--- src/common/mem_bus_pkg.sv ---
package mem_bus_pkg;

    // Client side bus geometry
    localparam int ADDR_W = 32;
    localparam int DATA_W = 32;
    localparam int BYTE_W = 8;
    localparam int BE_W   = DATA_W / BYTE_W;

    // Request opcode carried from a client through its port to the arbiter
    typedef enum logic {
        MEM_READ  = 1'b0,
        MEM_WRITE = 1'b1
    } mem_op_e;

    // Arbiter FSM
    // IDLE may hand out a take, BUSY waits for the command to finish
    typedef enum logic {
        ARB_IDLE = 1'b0,
        ARB_BUSY = 1'b1
    } arb_state_e;

endpackage

--- src/design/cache_req_port.sv ---
module cache_req_port
    import mem_bus_pkg::*;
(
    input  logic              clk,
    input  logic              rst_n,

    // Client side
    input  logic              req,
    input  logic [ADDR_W-1:0] addr,
    input  mem_op_e           op,
    input  logic [BE_W-1:0]   be,
    input  logic [DATA_W-1:0] wdata,
    output logic              gnt,
    output logic              rvalid,
    output logic [DATA_W-1:0] rdata,

    // Arbiter side
    output logic              pend,
    output logic [ADDR_W-1:0] p_addr,
    output mem_op_e           p_op,
    output logic [BE_W-1:0]   p_be,
    output logic [DATA_W-1:0] p_wdata,
    input  logic              take,
    input  logic              arb_rvalid,
    input  logic [DATA_W-1:0] arb_rdata
);

    logic full;
    logic rd_wait;

    // Only an empty buffer can accept a new request
    assign gnt  = req && !full;
    assign pend = full;

    always_ff @(posedge clk or negedge rst_n) begin
        if (!rst_n) begin
            full <= 1'b0;
        end else if (gnt) begin
            full <= 1'b1;
        end else if (take) begin
            full <= 1'b0;
        end
    end

    // Request payload, captured on the grant edge
    always_ff @(posedge clk) begin
        if (gnt) begin
            p_addr  <= addr;
            p_op    <= op;
            p_be    <= be;
            p_wdata <= wdata;
        end
    end

    // A taken read waits here until the arbiter returns its data
    always_ff @(posedge clk or negedge rst_n) begin
        if (!rst_n) begin
            rd_wait <= 1'b0;
        end else if (take && (p_op == MEM_READ)) begin
            rd_wait <= 1'b1;
        end else if (arb_rvalid) begin
            rd_wait <= 1'b0;
        end
    end

    assign rvalid = rd_wait && arb_rvalid;
    assign rdata  = arb_rdata;

endmodule

--- config.mk ---
export PLATFORM = sky130hd
export DESIGN_NAME = cache_req_port
export DESIGN_NICKNAME = d
export VERILOG_FILES = /design/src/common/mem_bus_pkg.sv /design/src/design/cache_req_port.sv
export SDC_FILE = /design/constraint.sdc
export NUM_CORES = 1
export LEC_CHECK = 0
export BUFFER_PORTS_ARGS = -buffer_cell sky130_fd_sc_hd__buf_2
export CAP_MARGIN = 20
export CORE_AREA = 2 2 81 83
export CTS_CLUSTER_DIAMETER = 100
export DETAILED_ROUTE_END_ITERATION = 7
export DIE_AREA = 0 0 83 85
export PLACE_DENSITY = 0.82
export SYNTH_ARGS = -nofsm -noshare
export SYNTH_HDL_FRONTEND = slang
export SYNTH_SLANG_ARGS = --single-unit
--- constraint.sdc ---
create_clock -name clk -period 4.01 [get_ports clk]
set_input_delay 0.401 -clock clk [delete_from_list [all_inputs] [get_ports clk]]
set_output_delay 0.401 -clock clk [all_outputs]
set_load 0.01 [all_outputs]
==> summary.md <==
The run finished with clean final reports. The longest clock path from root to sink contains 2 buffers. STA classifies the critical path endpoint as an output port. The tool flagged a number of max-cap violations equal to 0. Total power for the finished layout comes to 1.56 mW. The die covers 0.00706 mm². Dividing the detail-routed wire length by the instance count gives 15.4 µm. The run gives 4.88 mm as the post-detailed-routing wire length.

In the final layout, the multi-input gates occupy 33.8 µm². The worst setup path is launched from a register. Following the worst setup path forward leads to its endpoint at gnt.

The post-layout utilization of the core came out at 51.5%. The startpoint identified for the worst register-to-register timing path is pend$_DFFE_PN0P_. Slowest library cell on the worst path: sky130_fd_sc_hd__nor2b_4. At the end of the flow, the number of nets in the layout was 341. The run gives 1 as the initial antenna violation count. The maximum resistive drop on vdd was 0.223 mV; the internal reg-to-reg setup slack was 2.18 ns. The critical path is of the reg2out type. For the number of hold violations in the final report, the log shows 0. For this design the top-level I/O count stands at 210. The register area came out at 0.00212 mm².

The flip-flop and latch count after synthesis works out to 71. For the clock insertion delay at the later pin of the skew report, the log shows 0.33 ns. Counting the fill cells in the layout gives 534. Once the clock tree was built, the setup fixing pass inserted 0 buffers. The maximum clock rate was 0.453 GHz; the post-synthesis cell type count was 8. The worst relative slew slack was 34.3%; the height of the die was 85 µm.

Counting the buffers created by CTS gives 9. Dividing total power by cell area gives a power density of 488 mW/mm². Setup repair after global routing left no endpoint under its margin. The repair_antennas step left the layout with diodes totalling 0. Synthesis handed over a netlist of 109 instances. The critical path goes through nor2b_4, buf_2. The pin count of the biggest net entering global routing came out at 38. The worst register-to-register path ends at p_addr[24]$_DFFE_PP_. For this run, the slowest stage of the critical path takes 0.78 ns. The worst path needs 2.21 ns of the cycle, external delays included. Deepest level of the CTS H-tree: 3. Once detail routing completed, the nets flagged for antenna violations numbered 0. The first global-routing pass estimated 7.29 mm of wire.

After detailed routing, the number of remaining DRC violations is 0. Highest net fanout along the worst path: 37. The average instance in the mapped netlist occupies 22.1 µm². The number of sinks driven by the clock tree was 71; the area growth from synthesis to layout was 32.9%. Post-CTS repair changed the size of 0 cells. The detailed router finished its first iteration with 24 violations.

On the final layout, the worst clock skew is 0.00623 ns. The setup total negative slack was 0 ns. The placer congestion estimate came out at 0.705. The path class of the tightest hold or removal check is in2reg. The tools report the synthesized net count as 215. After floorplanning, the core was sized to cover 0.00620 mm². Dividing the detail-routed via count by the number of cells gives 4.35. Input and output buffers added on the ports amount to 145.

Detailed routing inserted a total of 1378 vias. Horizontal extent of the die: 83 µm. The number of warnings reported in the yosys synthesis log was 0; the total routing usage reported by global routing was 14.1%. Summing every instance area after synthesis gives 0.00240 mm². Cell depth of the worst flop-to-flop path: 2.

Setup violations remaining at the end of the flow were counted as 0. The period utilization works out to 55.1%. The share of layout cells above drive strength 1 came out at 66.3%. Cell count of the worst hold path: 1. The number of slew-limit violations in the final report is 0.

The quantity of hold-fixing buffers added after cts was 1; the register clock-pin slew on the reported worst setup and hold paths was 0.07 ns. The number of global-route vias before repair was 1421; the share of the yosys chip area belonging to registers was 88.3%. For this design the static power due to leakage is 1.38 nW. Pin slew with the least headroom to its limit: 0.984 ns. TritonCTS built the clock tree. For this run, the detailed router's first-pass iteration total came to 4. The starting density of the core is 38.7%, and the required time at the endpoint of the critical path is 3.61 ns. The top cell types in the final layout, fill and taps aside, are sky130_fd_sc_hd__buf_2 (145), sky130_fd_sc_hd__edfxtp_1 (69), sky130_fd_sc_hd__clkbuf_8 (9). The total overflow left after global routing is 0. The tools report the buffer type at the clock tree root as sky130_fd_sc_hd__clkbuf_8. Leaving out fill and tap cells, the most frequent cell in the layout is sky130_fd_sc_hd__buf_2. The critical path startpoint is pend$_DFFE_PN0P_.

The tools report the data arrival time of the critical path as 1.81 ns. The floorplan has 29 rows. Detailed placement ended at an HPWL of 3.77 mm.
-- worst min path at each step --
stage,start,endpoint,slack [ns]
6_report,addr[28],p_addr[28]$_DFFE_PP_,0.24
5_1_grt,addr[28],p_addr[28]$_DFFE_PP_,0.21
4_1_cts,addr[15],p_addr[15]$_DFFE_PP_,0.22
3_5_place_dp,rst_n,rd_wait$_DFFE_PN0P_,0.19
3_3_place_gp,rst_n,pend$_DFFE_PN0P_,0.19
2_1_floorplan,rst_n,pend$_DFFE_PN0P_,0.11
-- sequential cells by signal, summed over array words and instances, names as in the netlist --
register	cells
p_op	1
pend	1
rd_wait	1
p_be	4
p_addr	32
p_wdata	32
-- layout make-up --
type | count | share of cell area [%]
Inverter | 2 | 0.235
Clock inverter | 6 | 1.61
Sequential cell | 71 | 66.4
Clock buffer | 10 | 4.00
Timing Repair Buffer | 147 | 23.7
Tap cell | 77 | 3.02
Multi-Input combinational cell | 4 | 1.06
-- synth_stat cells --
cell type                   n  area, µm²
sky130_fd_sc_hd__edfxtp_1  69       2070
sky130_fd_sc_hd__buf_4     32        240
sky130_fd_sc_hd__dfrtp_1    2       50.1
sky130_fd_sc_hd__inv_1      2       7.51
sky130_fd_sc_hd__a21o_1     1       7.51
sky130_fd_sc_hd__and2_1     1       6.26
sky130_fd_sc_hd__nor2b_4    1       13.8
sky130_fd_sc_hd__o22ai_1    1       6.26
-- worst max-delay path: cells and delay by family, from the launching register on --
kind	cells	cell delay, ns
buffers and inverters	1	0.27
DFF	1	0.42
and+or+nand+nor	1	0.78
-- metal layers --
metal / global-route usage [%] / wire (µm) / vias to the layer above
met5: 0 / 13 / -
met4: 8.49 / 96 / 2
li1: - / - / 623
met2: 20.9 / 2310 / 118
met3: 8.66 / 661 / 15
met1: 15.3 / 1800 / 620
-- metrics by stage --
stage	setup WS [ns]	instance area [µm²]	instances	hold slack (ns)
global placement	2.07	3010	300	0.186
CTS	1.72	3190	317	0.219
detailed placement	2.01	3010	300	0.191
floorplan	2.04	2400	109	0.105
finish	1.80	3190	317	0.242
global route	1.65	3190	317	0.215
-- where the power goes --
group | leakage, nW | switching [mW] | internal (mW) | total, mW
Sequential | 0.675 | 0.0127 | 0.881 | 0.893
Combinational | 0.614 | 0.0827 | 0.0644 | 0.147
Clock | 0.0925 | 0.239 | 0.279 | 0.518
Total | 1.38 | 0.334 | 1.22 | 1.56
-- cells by family after synthesis --
family	after synthesis	share of synthesized area [%]
AOI/OAI and AO/OA	2	0.573
DFF	71	88.3
and+or+nand+nor	2	0.833
buffers and inverters	34	10.3
Note: power is estimated with default switching activity, not from simulation.
