==> src/common/mem_bus_pkg.sv <==
package mem_bus_pkg;

    // Client side bus geometry
    localparam int ADDR_W = 32;
    localparam int DATA_W = 32;
    localparam int BYTE_W = 8;
    localparam int BE_W   = DATA_W / BYTE_W;

    // Request opcode carried from a client through its port to the arbiter
    typedef enum logic {
        MEM_READ  = 1'b0,
        MEM_WRITE = 1'b1
    } mem_op_e;

    // Arbiter FSM
    // IDLE may hand out a take, BUSY waits for the command to finish
    typedef enum logic {
        ARB_IDLE = 1'b0,
        ARB_BUSY = 1'b1
    } arb_state_e;

endpackage

==> src/arbiter/sdram_arbiter.sv <==
module sdram_arbiter
    import mem_bus_pkg::*;
(
    input  logic              clk,
    input  logic              rst_n,

    // Instruction side port
    input  logic              i_pend,
    input  logic [ADDR_W-1:0] i_addr,
    input  mem_op_e           i_op,
    input  logic [BE_W-1:0]   i_be,
    input  logic [DATA_W-1:0] i_wdata,
    output logic              i_take,
    output logic              i_rvalid,

    // Data side port
    input  logic              d_pend,
    input  logic [ADDR_W-1:0] d_addr,
    input  mem_op_e           d_op,
    input  logic [BE_W-1:0]   d_be,
    input  logic [DATA_W-1:0] d_wdata,
    output logic              d_take,
    output logic              d_rvalid,

    // Controller command side
    output logic              rd_n,
    output logic              wr_n,
    output logic [ADDR_W-1:0] addr,
    output logic [BE_W-1:0]   dqm,
    output logic [DATA_W-1:0] wdata,
    input  logic              busy_n,
    input  logic              rd_valid
);

    arb_state_e        state;
    arb_state_e        state_nxt;
    logic              grant;
    logic              own_i;

    // Winner of this cycle, instruction side first
    mem_op_e           sel_op;
    logic [ADDR_W-1:0] sel_addr;
    logic [BE_W-1:0]   sel_be;
    logic [DATA_W-1:0] sel_wdata;

    // Command held while the controller works on it
    mem_op_e           lat_op;
    logic [ADDR_W-1:0] lat_addr;
    logic [BE_W-1:0]   lat_be;
    logic [DATA_W-1:0] lat_wdata;

    assign grant  = (state == ARB_IDLE) && busy_n && (i_pend || d_pend);
    assign i_take = grant && i_pend;
    assign d_take = grant && !i_pend;

    assign sel_op    = i_pend ? i_op    : d_op;
    assign sel_addr  = i_pend ? i_addr  : d_addr;
    assign sel_be    = i_pend ? i_be    : d_be;
    assign sel_wdata = i_pend ? i_wdata : d_wdata;

    always_comb begin
        state_nxt = state;
        case (state)
            ARB_IDLE: begin
                if (grant) begin
                    state_nxt = ARB_BUSY;
                end
            end
            ARB_BUSY: begin
                // Writes finish once sampled, reads on the returned data
                if ((lat_op == MEM_WRITE) || rd_valid) begin
                    state_nxt = ARB_IDLE;
                end
            end
            default: state_nxt = ARB_IDLE;
        endcase
    end

    always_ff @(posedge clk or negedge rst_n) begin
        if (!rst_n) begin
            state <= ARB_IDLE;
            own_i <= 1'b0;
        end else begin
            state <= state_nxt;
            if (grant) begin
                own_i <= i_pend;
            end
        end
    end

    always_ff @(posedge clk) begin
        if (grant) begin
            lat_op    <= sel_op;
            lat_addr  <= sel_addr;
            lat_be    <= sel_be;
            lat_wdata <= sel_wdata;
        end
    end

    // Strobes only in the take cycle, the controller samples them there
    always_comb begin
        rd_n  = 1'b1;
        wr_n  = 1'b1;
        addr  = '0;
        dqm   = '1;
        wdata = '0;
        if (grant) begin
            rd_n  = (sel_op != MEM_READ);
            wr_n  = (sel_op != MEM_WRITE);
            addr  = sel_addr;
            dqm   = ~sel_be;
            wdata = sel_wdata;
        end else if (state == ARB_BUSY) begin
            addr  = lat_addr;
            dqm   = ~lat_be;
            wdata = lat_wdata;
        end
    end

    // Read completion goes back to the side recorded at take
    assign i_rvalid = (state == ARB_BUSY) && own_i && rd_valid;
    assign d_rvalid = (state == ARB_BUSY) && !own_i && rd_valid;

endmodule

==> config.mk <==
export PLATFORM = sky130hd
export DESIGN_NAME = sdram_arbiter
export DESIGN_NICKNAME = d
export VERILOG_FILES = /design/src/common/mem_bus_pkg.sv /design/src/arbiter/sdram_arbiter.sv
export SDC_FILE = /design/constraint.sdc
export NUM_CORES = 1
export LEC_CHECK = 0
export ABC_AREA = 0
export BUFFER_PORTS_ARGS = -buffer_cell sky130_fd_sc_hd__buf_2
export CAP_MARGIN = 20
export CORE_MARGIN = 2
export CORE_UTILIZATION = 45
export DETAILED_ROUTE_END_ITERATION = 6
export PLACE_DENSITY = 0.8
export SYNTH_ARGS = -nofsm -noshare
export SYNTH_HDL_FRONTEND = slang
export SYNTH_SLANG_ARGS = --single-unit
export TNS_END_PERCENT = 20
==> constraint.sdc <==
create_clock -name clk -period 2.5 [get_ports clk]
set_input_delay 0.25 -clock clk [delete_from_list [all_inputs] [get_ports clk]]
set_output_delay 0.25 -clock clk [all_outputs]
set_load 0.005 [all_outputs]
==> metrics.cfg, run 1 <==
[clock_tree]
clk_latency_ps = 340
cts_buffer_depth = 2
cts_setup_buffers = 0
cts-resized-gates = 0
clock-sinks = 71
cts.clk_slew.worst_paths_ps = 60
cts_tree = yes
htreeDepth = 3
cts_buffers = 9
cts-root-buf = clkbuf_8

[detailed_routing]
met1Wirelength_mm = 3.555
wl_met2_mm = 4.743
dr.first_iter.drc_count = 87
wl_met3_um = 662
routed_wl_mm = 9.127
drt-wirelength-per-cell_um = 16.10
dr.pass1.iters = 4
vias_per_cell = 5.289
highest_layer = met4
drc_errors = 0
via_count = 2999
ant_nets = 0

[layout]
n_antenna_cell = 0
drive_gt1_share_pct = 66.88
num-fill-cells = 701
design_area_mm2 = 0.005286
register_area_mm2 = 0.002123
nets = 601
multi_input_area_mm2 = 0.001700
area_growth_pct = 30.16

[placed_design]
dpl_cell_area_mm2 = 0.005136
portBuffers = 217
place.gp.congestion = 0.7558
dp_hpwl_mm = 6.859

[sta]
rsz0062_at_grt = false
finalCriticalPeriod_ps = 2162
hold_viol_final = 0
skew_ps = 10.26
finalSetupTns_ps = 0
fmax_ghz = 0.4626
timing.slew.headroom_pct = 52.66
tightest_slew_ps = 710.1
period_share_pct = 86.47
setup_viol = 0
finalMaxSlewViolations = 0

[run]
drv_cap = 0

[critical_path]
worstPathCellList = nor2b_2, o21ai_4, inv_4, buf_12, a22oi_1, buf_2
crit_arrival_ps = 1910
r2r_cells = 4
endpoint_kind = output port
r2r_start = state
crit_start = state
worstPathRequired_ps = 2250
worstSetupPathType = reg -> out
slowest_delay_ps = 410
slowest_stage = dfrtp_2
startpoint_type = register
crit_fanout = 47

[global_routing]
grtUsageTotal_pct = 18.37
globalRoute.totalOverflow = 0
grt_pass1_vias = 2983
grt_first_pass_wirelength_mm = 14.25
grt_max_degree = 72
antenna_found_initial = 0

[floorplan]
die_h_um = 99
fp.dieW_um = 99
die_area_mm2 = 0.009801
rows = 34
initial_core_util_pct = 46.57
io_pins = 218
coreArea_mm2 = 0.008721

[logic_synthesis]
syn_nets = 389
ys_warn_count = 0
ys_seq_elements = 71
ys_top_cells_by_area = edfxtp_1, mux2_4, a22o_1
synth_top_area_share_pct = 51.02
post-synth-top-area-cell = edfxtp_1
synthDistinctLibCells = 21
synthesis.area_mm2 = 0.004061
postSynthAreaPerCell_um2 = 16.58
synth_seq_area_share_pct = 52.25
syn_inst = 245

[power_and_ir_drop]
peakVddDrop_mv = 0.2639
p_total_mw = 2.892
power_density_mw_per_mm2 = 547.0
p_leak_nw = 2.549

[worst_hold_path]
hold_class = in -> reg
whs_path_depth = 3
hold_path_startpoint = d_pend

[run_status]
status = completed

[metrics by stage]
step	util, %	instances	hold WS (ps)	setup slack (ps)
5_1_grt	60.62	567	197.2	202.9
2_1_floorplan	-	245	-45.59	604.3
6_report	60.62	567	218.1	338.3
3_5_place_dp	58.90	553	43.44	669.9
3_3_place_gp	58.90	553	40.78	725.9
4_1_cts	60.62	567	195.5	308.7
[placed cells by master (no fill, tap or decap)]
cell and count:
clkinv_2 1, dlygate4sd3_1 1, nor2_1 3, buf_2 216
a21o_1 1, clkbuf_8 9, dfrtp_1 1, and2_1 1
dfrtp_2 1, o21ai_4 1, a22oi_1 4, mux2_2 1
buf_4 4, mux2_4 68, inv_4 1, and3_1 1
or2_2 1, edfxtp_1 69, nor2b_2 1, a22o_1 64
clkinv_1 3, nand2_1 4, buf_12 3
[synthesized netlist by cell type]
library cell	count
a21o_1	1
mux2_4	68
o21ai_4	1
and2_1	1
and3_1	1
buf_6	1
nor2b_2	1
nand2_1	4
buf_1	1
or2_2	1
a22o_1	64
buf_4	7
buf_2	1
edfxtp_1	69
nor2_1	3
mux2_2	1
dfrtp_1	2
inv_2	1
clkbuf_1	6
a22oi_1	4
buf_12	7
[worst max-delay path: cells and delay by family (launching register included)]
family / cells / cell delay (ps)
AND/OR/NAND/NOR: 1 / 170
buffers and inverters: 3 / 760
AO/OA/AOI/OAI: 2 / 220
flip-flops: 1 / 410
[power by group]
part / leakage, nW / internal [mW] / total, mW / switching (mW)
Sequential: 0.672 / 1.41 / 1.44 / 0.0261
Clock: 0.0733 / 0.331 / 0.708 / 0.377
Combinational: 1.80 / 0.416 / 0.743 / 0.327
[layer usage]
layer  vias to the layer above  global-route usage, %
met5                         -                      0
met4                         0                  7.482
met3                        16                  4.397
met2                       145                  32.07
met1                      1421                  21.71
li1                       1417                      -
[sequential cells by signal, summed over array words and instances (netlist names)]
name,count
state,1
lat_addr,32
lat_wdata,32
own_i,1
lat_be,4
lat_op,1
[kinds of logic after synthesis]
family | Yosys count | share of synthesized area (%)
mux | 69 | 25.42
buf+inv | 24 | 5.884
compound gates | 70 | 15.13
flops | 71 | 52.25
simple gates | 11 | 1.325
[repair_timing]
action                                 CTS  global route
hold buffers                             1             0
setup endpoints to repair                0             0
endpoints found under the hold margin    2             0
[area by class of cell]
type / count / share of cell area, %
inverter: 1 / 0.1183
clock buffer: 9 / 2.343
clock inverter: 4 / 0.3077
tap: 108 / 2.556
timing repair buffer: 224 / 22.34
multi-input combinational: 150 / 32.17
sequential: 71 / 40.17
[path summary, 6_finish.rpt]
path | end | slack [ps]
min in group asynchronous | state | 250
max in group asynchronous | state | 2140
min | state | 220
max reg2reg | lat_wdata[22] | 900
max | dqm[1] | 340
min reg2reg | state | 510
Power figures use the tool's default switching activity.
==> run 2, diff against run 1 <==
--- a/config.mk
+++ b/config.mk
@@ -5,7 +5,7 @@
 export SDC_FILE = /design/constraint.sdc
 export NUM_CORES = 1
 export LEC_CHECK = 0
-export ABC_AREA = 0
+export ABC_AREA = 1
 export BUFFER_PORTS_ARGS = -buffer_cell sky130_fd_sc_hd__buf_2
 export CAP_MARGIN = 20
 export CORE_MARGIN = 2
==> metrics.cfg, run 2 <==
[sta]
finalSetupTns_ps = 0  ; unchanged
fmax_ghz = 0.4869  ; +5.3%
finalCriticalPeriod_ps = 2054  ; -107.9 ps
tightest_slew_ps = 686.9  ; -23.26 ps
hold_viol_final = 0  ; unchanged
skew_ps = 8.591  ; -1.669 ps
finalMaxSlewViolations = 0  ; unchanged
timing.slew.headroom_pct = 54.21  ; +1.6 points
rsz0062_at_grt = false
setup_viol = 0  ; unchanged
period_share_pct = 82.15  ; -4.3 points

[detailed_routing]
dr.pass1.iters = 5  ; +1
drt-wirelength-per-cell_um = 11.97  ; -26%
routed_wl_mm = 10.43  ; +14%
vias_per_cell = 4.623  ; -13%
via_count = 4027  ; +34%
dr.first_iter.drc_count = 206  ; +140%
drc_errors = 0  ; unchanged
ant_nets = 0  ; unchanged

[layout]
layout_commonest_cell = nand2_1
layout_common_cells = nand2_1, buf_2, edfxtp_1, inv_1, clkbuf_8
area_growth_pct = 31.09
drive_gt1_share_pct = 31.98  ; -35 points
n_antenna_cell = 0  ; unchanged
fin_util_pct = 60.86  ; +0.24 points
num-fill-cells = 827  ; +18%
nets = 902  ; +50%
design_area_mm2 = 0.005308  ; +0.40%
reg.largest.list = lat_addr: 32 flops, lat_wdata: 32 flops, lat_be: 4 flops

[floorplan]
rows = 34  ; unchanged
die_h_um = 98.86  ; -0.15%
die_area_mm2 = 0.009772  ; -0.29%
initial_core_util_pct = 46.43  ; -0.14 points
io_pins = 218  ; unchanged
fp.dieW_um = 98.86  ; -0.15%
coreArea_mm2 = 0.008721  ; unchanged

[logic_synthesis]
synth_top_flop_cell = edfxtp_1
syn_inst = 552  ; +130%
syn_nets = 696  ; +79%
synthTopCellsByCount = nand2_1, edfxtp_1, inv_1
synth_top_area_share_pct = 51.17  ; +0.16 points
synth_seq_area_share_pct = 52.41  ; +0.16 points
ys_warn_count = 0  ; unchanged
asyncSetResetFlopFracSynth_pct = 2.817  ; unchanged
ys_seq_elements = 71  ; unchanged
postSynthAreaPerCell_um2 = 7.335  ; -56%
synth_edf_count = 69  ; unchanged
ys_top_cells_by_area = edfxtp_1, nand2_1, buf_6
synthesis.area_mm2 = 0.004049  ; -0.31%
post-synth-top-area-cell = edfxtp_1
synthDistinctLibCells = 15  ; -29%
yosysMostFrequentCell = nand2_1

[run]
drv_cap = 0  ; unchanged

[clock_tree]
clock-sinks = 71  ; unchanged
clk_latency_ps = 330  ; about the same
cts.clk_slew.worst_paths_ps = 70  ; about the same
cts-root-buf = clkbuf_8
htreeDepth = 3  ; unchanged
cts-resized-gates = 0  ; unchanged
cts_buffers = 9  ; unchanged
cts_setup_buffers = 0  ; unchanged
cts_buffer_depth = 2  ; unchanged
cts_tree = yes
holdBufCountCts = 1  ; unchanged

[critical_path]
startpoint_type = register
crit_arrival_ps = 1800  ; -110 ps
r2r_cells = 4  ; unchanged
worstPathRequired_ps = 2250  ; about the same
worstSetupPathType = reg -> out
crit_fanout = 71  ; +51%
endpoint_kind = output port

[power_and_ir_drop]
p_leak_nw = 3.036  ; +19%
clkPwrFrac_pct = 26.3  ; +1.8 points
peakVddDrop_mv = 0.2836  ; +7.5%
internal_power_mw = 2.043  ; -5.5%
power_density_mw_per_mm2 = 540.8  ; -1.1%
swShare_pct = 28.82  ; +3.6 points
pwr-share-seq_pct = 50.1  ; +0.3 points
switching_power_uw = 827.1  ; +13%
power_frac_comb_pct = 23.6  ; -2.1 points

[run_status]
status = completed

[global_routing]
grtUsageTotal_pct = 21.02  ; +2.6 points
antenna_found_initial = 0  ; unchanged
grt_max_degree = 93  ; +29%
globalRoute.totalOverflow = 0  ; unchanged
grt_first_pass_wirelength_mm = 16.70  ; +17%
grt_pass1_vias = 3901  ; +31%

[worst_hold_path]
whs_path_depth = 3  ; unchanged
hold_class = in -> reg

[placed_design]
dp_hpwl_mm = 7.753  ; +13%
place.gp.congestion = 0.8895  ; +18%
portBuffers = 217  ; unchanged
dpl_cell_area_mm2 = 0.005142  ; +0.12%

==> run 2: cell count changes after synthesis, sizes merged, moves of 4 or more <==
cell   before  now
mux2       69    0
inv         1   20
a22oi       4    0
a22o       64    0
nand2       4  422
buf        17   24
==> run 2: cell type report <==
class	count	area, µm²	area share, %
well taps	108	135.1	2.546
clock inverters	6	27.53	0.5186
flip-flops and latches	71	2123	40.00
clock buffers	10	127.6	2.405
repair buffers	225	1174	22.11
multi-input cells	431	1645	31.00
inverters	20	75.07	1.414
==> run 2: power by group through the flow <==
stage | Sequential [mW] | Combinational [mW] | Clock (mW)
6_report | 1.44 | 0.677 | 0.756
5_1_grt | 1.45 | 0.768 | 0.824
4_1_cts | 1.44 | 0.686 | 0.777
3_5_place_dp | 1.46 | 0.682 | 0
3_3_place_gp | 1.46 | 0.665 | 0
2_1_floorplan | 1.46 | 0.381 | 0
==> run 2: path summary, 6_finish.rpt <==
kind | start | slack (ps) | endpoint
max in group asynchronous | rst_n | 2140 | state
min in group asynchronous | rst_n | 250 | own_i
min | d_wdata[2] | 210 | lat_wdata[2]
max reg2reg | state | 1020 | lat_wdata[1]
max | state | 450 | dqm[2]
min reg2reg | lat_op | 440 | state
==> run 2: cell families (layout without fill, tap and decap cells) <==
family,Yosys count,count (layout),share of synthesized area [%]
buffers and inverters,50,261,6.953
AND/OR/NAND/NOR,429,429,40.39
flip-flops,71,71,52.41
AO/OA/AOI/OAI,2,2,0.2472
==> run 2: layer usage <==
layer	track usage [%]	wire, µm	up-vias
met2	37.79	5254	159
met1	24.49	4280	1751
li1	-	-	2103
met5	0	0	-
met3	4.397	737	14
met4	8.114	155	0
==> run 2: worst max-delay path, stage by stage (launching register included) <==
cell and delay [ps]:
dfrtp_2 360, buf_4 550, nor2_1 140, nand2_2 170, nand2_1 80, nand2_1 70, buf_2 100
==> run 2: per-stage QoR <==
stage	total power [mW]	setup slack (ps)	hold WS (ps)	instances
after global routing	3.038	277.8	208.7	871
after global placement	2.126	587.2	35.71	854
after detailed placement	2.147	470.4	36.76	854
after floorplan	1.837	836.5	-45.59	552
final	2.870	446.2	208.1	871
after CTS	2.902	395.7	189.7	871
